File: src/cpu_pkg.sv
/* Shared types for the accumulator CPU subsystem.
   Instructions are 32 bits with the opcode in 31:28 and a 28-bit operand below it. */

package cpu_pkg;

    typedef logic [31:0] word_t;
    typedef logic [31:0] addr_t;
    typedef logic [4:0]  irq_id_t;

    // OBI master to slave
    typedef struct packed {
        logic       req;
        logic       we;
        logic [3:0] be;
        addr_t      addr;
        word_t      wdata;
    } obi_req_t;

    // OBI slave to master
    typedef struct packed {
        logic  gnt;
        logic  rvalid;
        word_t rdata;
    } obi_resp_t;

    typedef enum logic [3:0] {
        OP_LI    = 4'h0,
        OP_ADDI  = 4'h1,
        OP_LD    = 4'h2,
        OP_ST    = 4'h3,
        OP_BNZ   = 4'h4,
        OP_IMASK = 4'h5,
        OP_WFI   = 4'h6,
        OP_MRET  = 4'h7
    } opcode_e;

    typedef enum logic [2:0] {
        FETCH_REQ,
        FETCH_WAIT,
        EXEC,
        DATA_REQ,
        DATA_WAIT,
        SLEEP,
        HALT
    } core_state_e;

    // Handler for interrupt n starts at TRAP_BASE + 4*n
    localparam addr_t TRAP_BASE = 32'h0000_0100;

endpackage

File: src/irq_ctrl.sv
/* Interrupt enable mask and priority resolver, highest index wins.
   NUM_IRQ must not exceed 32. Lines at or above NUM_IRQ are ignored. */

`timescale 1ns/1ns

module irq_ctrl #(
    parameter int unsigned NUM_IRQ = 32
) (
    input  logic             clk_i,
    input  logic             reset_i,

    input  cpu_pkg::word_t   irq_i,

    // Mask write from the core
    input  logic             mask_we_i,
    input  cpu_pkg::word_t   mask_wdata_i,

    output logic             irq_pending_o,
    output cpu_pkg::irq_id_t irq_sel_id_o
);

    cpu_pkg::word_t mask_q;
    cpu_pkg::word_t active;

    always_ff @(posedge clk_i) begin
        if (reset_i) begin
            mask_q <= '0;
        end else if (mask_we_i) begin
            mask_q <= mask_wdata_i;
        end
    end

    assign active = irq_i & mask_q;

    // Later lines overwrite earlier ones, so the top enabled index is kept
    always_comb begin
        irq_pending_o = 1'b0;
        irq_sel_id_o  = '0;
        for (int i = 0; i < NUM_IRQ; i++) begin
            if (active[i]) begin
                irq_pending_o = 1'b1;
                irq_sel_id_o  = cpu_pkg::irq_id_t'(i);
            end
        end
    end

endmodule

File: src/acc_core.sv
/* Multicycle accumulator core with one OBI transaction outstanding per port.
   Opcodes 8 to 15 execute as no-ops. The core leaves reset through HALT, so the
   first fetch request appears one cycle after reset is seen low. */

`timescale 1ns/1ns

module acc_core #(
    parameter cpu_pkg::addr_t BOOT_ADDR = 32'h0000_0180
) (
    input  logic               clk_i,
    input  logic               reset_i,

    // Instruction fetch
    output cpu_pkg::addr_t     instr_addr_o,
    output logic               instr_req_o,
    input  cpu_pkg::obi_resp_t instr_resp_i,

    // Data access
    output cpu_pkg::obi_req_t  data_req_o,
    input  cpu_pkg::obi_resp_t data_resp_i,

    // Interrupt controller side
    input  logic               irq_pending_i,
    input  cpu_pkg::irq_id_t   irq_sel_id_i,
    output logic               mask_we_o,
    output cpu_pkg::word_t     mask_wdata_o,

    output logic               irq_ack_o,
    output cpu_pkg::irq_id_t   irq_id_o,

    input  logic               debug_req_i,
    output logic               core_sleep_o
);

    cpu_pkg::core_state_e state_q;
    cpu_pkg::core_state_e after_instr;

    cpu_pkg::addr_t pc_q;
    cpu_pkg::addr_t ret_q;
    cpu_pkg::addr_t pc_seq;
    cpu_pkg::addr_t trap_addr;
    cpu_pkg::word_t acc_q;
    cpu_pkg::word_t instr_q;
    cpu_pkg::word_t operand;
    cpu_pkg::word_t imm_sext;
    logic           ie_q;

    cpu_pkg::opcode_e opcode;
    logic             in_exec;
    logic             take_trap;
    logic             fetch_done;
    logic             data_done;

    // Decode of the latched instruction
    assign opcode   = cpu_pkg::opcode_e'(instr_q[31:28]);
    assign operand  = {4'b0000, instr_q[27:0]};
    assign imm_sext = {{4{instr_q[27]}}, instr_q[27:0]};

    assign pc_seq    = pc_q + 32'd4;
    assign trap_addr = cpu_pkg::TRAP_BASE + {25'b0, irq_sel_id_i, 2'b00};

    // Where to go once an instruction is done; debug holds off the next fetch
    assign after_instr = debug_req_i ? cpu_pkg::HALT : cpu_pkg::FETCH_REQ;

    assign in_exec   = (state_q == cpu_pkg::EXEC);
    assign take_trap = in_exec && irq_pending_i && ie_q;

    // Response may arrive together with the grant
    assign fetch_done = instr_resp_i.rvalid &&
                        ((state_q == cpu_pkg::FETCH_WAIT) ||
                         (state_q == cpu_pkg::FETCH_REQ && instr_resp_i.gnt));
    assign data_done  = data_resp_i.rvalid &&
                        ((state_q == cpu_pkg::DATA_WAIT) ||
                         (state_q == cpu_pkg::DATA_REQ && data_resp_i.gnt));

    always_ff @(posedge clk_i) begin
        if (reset_i) begin
            state_q <= cpu_pkg::HALT;
            pc_q    <= BOOT_ADDR;
            acc_q   <= '0;
            ret_q   <= '0;
            // Enabled out of reset, individual lines stay masked in irq_ctrl
            ie_q    <= 1'b1;
        end else begin
            case (state_q)
                cpu_pkg::FETCH_REQ: begin
                    if (fetch_done) begin
                        state_q <= cpu_pkg::EXEC;
                    end else if (instr_resp_i.gnt) begin
                        state_q <= cpu_pkg::FETCH_WAIT;
                    end
                end
                cpu_pkg::FETCH_WAIT: begin
                    if (fetch_done) begin
                        state_q <= cpu_pkg::EXEC;
                    end
                end
                cpu_pkg::EXEC: begin
                    if (take_trap) begin
                        // Fetched instruction is dropped and re-run after return
                        ret_q   <= pc_q;
                        ie_q    <= 1'b0;
                        pc_q    <= trap_addr;
                        state_q <= after_instr;
                    end else begin
                        pc_q    <= pc_seq;
                        state_q <= after_instr;
                        case (opcode)
                            cpu_pkg::OP_LI:   acc_q <= imm_sext;
                            cpu_pkg::OP_ADDI: acc_q <= acc_q + imm_sext;
                            cpu_pkg::OP_LD,
                            cpu_pkg::OP_ST:   state_q <= cpu_pkg::DATA_REQ;
                            cpu_pkg::OP_BNZ: begin
                                if (acc_q != '0) begin
                                    pc_q <= operand;
                                end
                            end
                            cpu_pkg::OP_WFI: begin
                                if (!irq_pending_i) begin
                                    state_q <= cpu_pkg::SLEEP;
                                end
                            end
                            cpu_pkg::OP_MRET: begin
                                pc_q <= ret_q;
                                ie_q <= 1'b1;
                            end
                            default: ;
                        endcase
                    end
                end
                cpu_pkg::DATA_REQ: begin
                    if (data_done) begin
                        if (opcode == cpu_pkg::OP_LD) begin
                            acc_q <= data_resp_i.rdata;
                        end
                        state_q <= after_instr;
                    end else if (data_resp_i.gnt) begin
                        state_q <= cpu_pkg::DATA_WAIT;
                    end
                end
                cpu_pkg::DATA_WAIT: begin
                    if (data_done) begin
                        if (opcode == cpu_pkg::OP_LD) begin
                            acc_q <= data_resp_i.rdata;
                        end
                        state_q <= after_instr;
                    end
                end
                cpu_pkg::SLEEP: begin
                    // Wake on any enabled line, the trap follows on the next fetch
                    if (irq_pending_i) begin
                        state_q <= after_instr;
                    end
                end
                cpu_pkg::HALT: begin
                    if (!debug_req_i) begin
                        state_q <= cpu_pkg::FETCH_REQ;
                    end
                end
                default: state_q <= cpu_pkg::HALT;
            endcase
        end
    end

    // Instruction word, only written by a fetch response
    always_ff @(posedge clk_i) begin
        if (fetch_done) begin
            instr_q <= instr_resp_i.rdata;
        end
    end

    assign instr_req_o  = (state_q == cpu_pkg::FETCH_REQ);
    assign instr_addr_o = pc_q;

    // instr_q and acc_q do not change while a data request is open
    assign data_req_o.req   = (state_q == cpu_pkg::DATA_REQ);
    assign data_req_o.we    = (opcode == cpu_pkg::OP_ST);
    assign data_req_o.be    = 4'b1111;
    assign data_req_o.addr  = operand;
    assign data_req_o.wdata = acc_q;

    assign mask_we_o    = in_exec && !take_trap && (opcode == cpu_pkg::OP_IMASK);
    assign mask_wdata_o = operand;

    assign irq_ack_o = take_trap;
    assign irq_id_o  = irq_sel_id_i;

    assign core_sleep_o = (state_q == cpu_pkg::SLEEP);

endmodule

File: src/cpu_subsystem.sv
/* CPU subsystem with the accumulator core and its interrupt controller.
   Fetch is always enabled; the instruction port never writes.
   debug_req_i only halts fetch at the next instruction boundary. */

`timescale 1ns/1ns

module cpu_subsystem #(
    parameter cpu_pkg::addr_t BOOT_ADDR = 32'h0000_0180,
    parameter int unsigned    NUM_IRQ   = 32
) (
    input  logic               clk_i,
    input  logic               reset_i,

    // Instruction memory
    output cpu_pkg::obi_req_t  core_instr_req_o,
    input  cpu_pkg::obi_resp_t core_instr_resp_i,

    // Data memory
    output cpu_pkg::obi_req_t  core_data_req_o,
    input  cpu_pkg::obi_resp_t core_data_resp_i,

    // Interrupts
    input  cpu_pkg::word_t     irq_i,
    output logic               irq_ack_o,
    output cpu_pkg::irq_id_t   irq_id_o,

    input  logic               debug_req_i,
    output logic               core_sleep_o
);

    cpu_pkg::addr_t   instr_addr;
    logic             instr_req;
    logic             mask_we;
    cpu_pkg::word_t   mask_wdata;
    logic             irq_pending;
    cpu_pkg::irq_id_t irq_sel_id;

    // Read-only fetch port
    assign core_instr_req_o = '{
        req:   instr_req,
        we:    1'b0,
        be:    4'b1111,
        addr:  instr_addr,
        wdata: '0
    };

    acc_core #(
        .BOOT_ADDR(BOOT_ADDR)
    ) core0 (
        .clk_i        (clk_i),
        .reset_i      (reset_i),
        .instr_addr_o (instr_addr),
        .instr_req_o  (instr_req),
        .instr_resp_i (core_instr_resp_i),
        .data_req_o   (core_data_req_o),
        .data_resp_i  (core_data_resp_i),
        .irq_pending_i(irq_pending),
        .irq_sel_id_i (irq_sel_id),
        .mask_we_o    (mask_we),
        .mask_wdata_o (mask_wdata),
        .irq_ack_o    (irq_ack_o),
        .irq_id_o     (irq_id_o),
        .debug_req_i  (debug_req_i),
        .core_sleep_o (core_sleep_o)
    );

    irq_ctrl #(
        .NUM_IRQ(NUM_IRQ)
    ) irq0 (
        .clk_i        (clk_i),
        .reset_i      (reset_i),
        .irq_i        (irq_i),
        .mask_we_i    (mask_we),
        .mask_wdata_i (mask_wdata),
        .irq_pending_o(irq_pending),
        .irq_sel_id_o (irq_sel_id)
    );

endmodule

File: config.mk
export PLATFORM = sky130hd
export DESIGN_NAME = cpu_subsystem
export DESIGN_NICKNAME = d
export VERILOG_FILES = /design/src/cpu_pkg.sv /design/src/irq_ctrl.sv /design/src/acc_core.sv /design/src/cpu_subsystem.sv
export SDC_FILE = /design/constraint.sdc
export NUM_CORES = 1
export LEC_CHECK = 0
export BUFFER_PORTS_ARGS = -buffer_cell sky130_fd_sc_hd__buf_4
export CORE_ASPECT_RATIO = 0.75
export CORE_MARGIN = 2
export CORE_UTILIZATION = 55
export DETAILED_ROUTE_END_ITERATION = 6
export PLACE_DENSITY = 0.81
export SLEW_MARGIN = 20
export SYNTH_ARGS = -nofsm -noshare
export SYNTH_HDL_FRONTEND = slang
export SYNTH_HIERARCHICAL = 1
export SYNTH_SLANG_ARGS = --single-unit
File: constraint.sdc
create_clock -name clk_i -period 4.5 [get_ports clk_i]
set_clock_uncertainty 0.2 [all_clocks]
set_input_delay 0.225 -clock clk_i [delete_from_list [all_inputs] [get_ports clk_i]]
set_output_delay 0.225 -clock clk_i [all_outputs]
set_load 0.05 [all_outputs]
After elaboration in Yosys (flattened, before gate mapping) --
Index checks and enable logic that the tools add are counted. W data, S select, Z words.
Operators by class: add/sub/neg operators 3, equality and inequality tests 23, multiplexer cells 86, bitwise gates (word level) 1, reduce and logical (&&, ||, !) cells 22
Operators with widths (count):
- $pmux W32 S2 | 3
- $mux W32 | 5
- $mux W5 | 16
- $mux W3 | 15
- $mux W1 | 35
- $add A32 B3 Y32 const B | 1
- $add A32 B32 Y32 | 1
- $and A32 B28 Y32 | 1
- $mux W4 | 8
- $reduce_bool A32 Y1 | 1
- $pmux W3 S7 | 1
- $eq A4 B3 Y1 const B | 4
- $add A9 B7 Y10 const A | 1
- $ne A2 B1 Y1 const B | 5
- $eq A3 B3 Y1 const B | 3
- $eq A4 B2 Y1 const B | 2
- $logic_and A1 B1 Y1 | 8
- $eq A3 B2 Y1 const B | 2
- $ne A3 B3 Y1 const B | 2
- $pmux W3 S2 | 1
- $reduce_and A6 Y1 | 1
- $reduce_and A5 Y1 | 1
- $eq A4 B1 Y1 const B | 1
- $logic_not A4 Y1 | 1
- other kinds (10) | 16
Storage, ports and cells: register bits 160, input port bits 103, output and inout port bits 147, word-level logic and storage cells 142

Depth between registers and ports, before layout --
depth after elaboration 38, depth in mapped cells 14, gate-level depth less buffers 13

Cells and area by module --
Netlist, hierarchy kept.
Modules (own cells, without submodules):
- acc_core | instances 1, cells an instance 1040, area an instance 8513.2 um^2, seq. area each 2962.8 um^2
- irq_ctrl | instances 1, cells an instance 183, area an instance 1626.6 um^2, seq. area each 640.6 um^2
- cpu_subsystem | instances 1, cells an instance 40, area an instance 292.8 um^2, seq. area each 0.0 um^2

Least setup slack after synthesis --
No wires, ideal clock.
kind register to register, start point register core0.state_q[2], end point register core0.acc_q[29], library setup time 0.127 ns, data arrival time 2.806 ns, required time 4.173 ns, path slack 1.367 ns, stages on the path, launching flop included 12, path buffers 2, clock period less this slack 3.133 ns, path through dfxtp_1 > buf_2 > nand2b_1 > nor2_1 > a21oi_1 > o32ai_1 > and2_1 > buf_4 > mux2i_1 > nor2_1 > and4_1 > or3_1
RTL lines:
- from (decl) | line acc_core.sv:35 | cpu_pkg::core_state_e state_q;
- from (signal assigned) | line acc_core.sv:78 | state_q <= cpu_pkg::HALT;
- from (signal assigned) | line acc_core.sv:88 | state_q <= cpu_pkg::EXEC;
- from (signal assigned) | line acc_core.sv:90 | state_q <= cpu_pkg::FETCH_WAIT;
- to (signal assigned) | line acc_core.sv:109 | cpu_pkg::OP_LI: acc_q <= imm_sext;
- to (signal assigned) | line acc_core.sv:110 | cpu_pkg::OP_ADDI: acc_q <= acc_q + imm_sext;
- to (signal assigned) | line acc_core.sv:134 | acc_q <= data_resp_i.rdata;
- to (decl) | line acc_core.sv:42 | cpu_pkg::word_t acc_q;

Final worst setup path --
start point register irq0.mask_q[22], end point output port irq_ack_o
Between the ends: word-level cells in the longest chain between the ends 13
Ends and longest elaborated chain:
- from (decl) | line irq_ctrl.sv:22 | cpu_pkg::word_t mask_q;
- from (signal assigned) | line irq_ctrl.sv:29 | mask_q <= mask_wdata_i;
- $and A32 B28 Y32 | line irq_ctrl.sv:33 | assign active = irq_i & mask_q;
- $mux W1 (10 in a row) | line irq_ctrl.sv:40 | if (active[i]) begin
- named net irq_pending | line cpu_subsystem.sv:35 | logic irq_pending;
- $logic_and A1 B1 Y1 (2 in a row) | line acc_core.sv:66 | assign take_trap = in_exec && irq_pending_i && ie_q;
- to (decl) | line cpu_subsystem.sv:24 | output logic irq_ack_o,
The timed path passes the listed nets, and every way through them passes these cells.

==> results_dict.tcl <==
set metrics [dict create \
    first_iter_violations 1382 \
    cts.root.buffer_cell "clkbuf_16" \
    maxCapViolCount 0 \
    drc 0 \
    ant_nets 0 \
    die_w_um 163 \
    cts_setup_buffers 0 \
    post_drt_wl_per_cell_um 20.1 \
    cts_tree "done" \
    yosysWarningCount 6 \
    drv_slew 0 \
    grt_max_degree 89 \
    seq_area_um2 3600 \
    critPathMaxFanout 18 \
    hold_path_class "in -> reg" \
    finalCriticalPeriod_ps 3930 \
    setup_tns_ps 0 \
    drt-pass1-iter-count 6 \
    htree_levels 4 \
    ff2ff_setup_slack_ps 860 \
    finalNetCount 1562 \
    via_per_inst 6.11 \
    coreArea_um2 18600 \
    gp_congestion 0.998 \
    start_kind "flip-flop" \
    io_buffers 204 \
    reg2reg_to "core0/acc_q[29]$_SDFFE_PP0P_" \
    numCtsBuffers 17 \
    hold_viol 0 \
    synthArstFlopShare_pct 0 \
    rsz0062_at_grt "no" \
    cts_max_path_buffers 2 \
    netlist_instances 1263 \
    synth_cell_types 82 \
    r2r_start "irq0/mask_q[22]$_SDFFE_PP0P_" \
    synth-main-ff-cell "dfxtp_1" \
    slew_headroom_pct 34.3 \
    hold_ws_ps 60.2 \
    multiInputGateArea_um2 5820 \
    hold_path_depth 2 \
    antenna_found_initial 0 \
    grt_pass1_wl_mm 51.1 \
    fp.dieH_um 123 \
    synth_seq_cells 164 \
    place_hpwl_mm 23.6 \
    core.rowCount 43 \
    drive_gt1_share_pct 19.6 \
    synth_common_cells "nand2_1 (190), dfxtp_1 (132), buf_4 (115)" \
    vdd_drop_max_mv 0.199 \
    hp-start "reset_i" \
    p_per_area_nw_per_um2 359 \
    syn_area_um2 10400 \
    netlist.area_leader.share_pct 25.3 \
    nFillCells 1494 \
    die_area_um2 20100 \
    crit_required_ps 4070 \
    syn_area_per_cell_um2 8.26 \
    status "finished clean" \
    overflow 0 \
    arrival_ps 3500 \
    end_kind "output port" \
    reg2reg_depth 12 \
    syn2layout_area_growth_pct 20.8 \
    max_freq_ghz 0.255 \
    setup_viol 0 \
    yosys.area.top_type "dfxtp_1" \
    io_pins 250 \
    synth.most_common_cell "nand2_1" \
    clk_latency_ps 430 \
    via_count 10300 \
    worst_pin_slew_ps 986 \
    cts.sinks 164 \
    synth_seq_area_share_pct 34.5 \
    clk_pin_slew_ps 70 \
    initial_core_util_pct 56.2 \
    synth-edff-count 32 \
    critPathKind "reg -> out" \
    finalCritPeriodShare_pct 87.3 \
    grt_pass1_vias 9213 \
    wl_mm 33.9 \
    grtUsageTotal_pct 33.0 \
    leakage_nw 5.09 \
    min_to "irq0/mask_q[24]$_SDFFE_PP0P_" \
    synth.area.top_cells "dfxtp_1 (25%), edfxtp_1 (9.2%), buf_4 (8.3%)" \
]
-- critical path: stages, from the launching register on --
cell and delay, ps:
dfxtp_1 330, a22oi_2 270, and3_1 290, nand4_4 130
or4_4 530, nand2_1 210, inv_1 110, nand2_1 100
clkinv_1 460, buf_4 410, buf_4 210
-- cell usage in the layout, fill, tap and decap left out, types with 17 or more instances in the layout --
cell type,count
xor2_1,26
nand3_1,31
dfxtp_1,132
o21ai_0,56
conb_1,49
a21oi_1,100
mux2i_1,41
o211ai_1,36
clkbuf_16,17
nand2_1,190
buf_4,224
ha_1,32
edfxtp_1,32
xnor2_1,23
dlygate4sd3_1,53
a22oi_1,42
nor2_1,104
-- power by group --
| part | internal [mW] | leakage [nW] | switching, mW |
|---|---|---|---|
| Combinational | 0.426 | 3.45 | 0.916 |
| Sequential | 1.56 | 1.35 | 0.110 |
| Clock | 0.881 | 0.287 | 0.638 |
-- layer usage --
layer	vias up	global-route usage, %	part of all wire (%)
li1	4751	-	-
met1	4861	46.9	43
met2	635	50.3	43
met3	54	7.38	11
met4	0	10.1	2.6
met5	-	0	0
-- registers in the layout, summed over array words and instances, names as in the netlist --
| name | cells |
|---|---|
| irq0/mask_q | 32 |
| core0/acc_q | 32 |
| core0/ie_q | 1 |
| core0/state_q | 3 |
| core0/instr_q | 32 |
| core0/ret_q | 32 |
| core0/instr_addr_o | 32 |
-- repair_timing --
| item | 4_1_cts | 5_1_grt |
|---|---|---|
| setup endpoints to repair | 0 | 0 |
| hold buffers | 53 | 0 |
| resized for setup | 0 | 0 |
| endpoints found under the hold margin | 53 | 0 |
-- cell type report --
type	count	area share (%)
multi-input combinational	953	46.2
antenna	1	0.0199
clock buffer	18	3.41
clock inverter	14	1.40
tap	247	2.45
sequential	164	28.6
inverter	13	0.387
timing repair buffer	277	17.6
-- cell families after synthesis --
kind of cell / after synthesis / share of synthesized area (%)
compound gates: 350 / 22.8
xor+xnor: 49 / 4.11
fa+ha+maj: 33 / 4.03
buf+inv: 191 / 11.5
flops: 164 / 34.5
mux: 41 / 3.93
other cells: 4 / 0.144
simple gates: 431 / 19.0
-- stage by stage --
step	util [%]	worst slack (ps)	total power, mW	cells	area [um2]
2_1_floorplan	-	1370	2.63	1308	10600
3_3_place_gp	61.8	1050	2.96	1601	11500
3_5_place_dp	61.8	946	2.97	1601	11500
4_1_cts	67.9	660	4.51	1686	12600
5_1_grt	67.9	433	4.69	1686	12600
6_report	67.9	573	4.53	1687	12600
-- worst max-delay path by stage --
stage               cells after the start                      endpoint                           from  slack, ps
finish                                 10                     irq_ack_o   irq0/mask_q[22]$_SDFFE_PP0P_        570
global route                           10                     irq_ack_o   irq0/mask_q[22]$_SDFFE_PP0P_        430
CTS                                    10                     irq_ack_o   irq0/mask_q[22]$_SDFFE_PP0P_        660
detailed placement                     13  core0/acc_q[29]$_SDFFE_PP0P_                      irq_i[22]        950
global placement                       13  core0/acc_q[28]$_SDFFE_PP0P_                      irq_i[22]       1050
floorplan                              11  core0/acc_q[29]$_SDFFE_PP0P_  core0/state_q[2]$_SDFFE_PP1P_       1370
No activity file was read; power rests on OpenSTA's default activity.
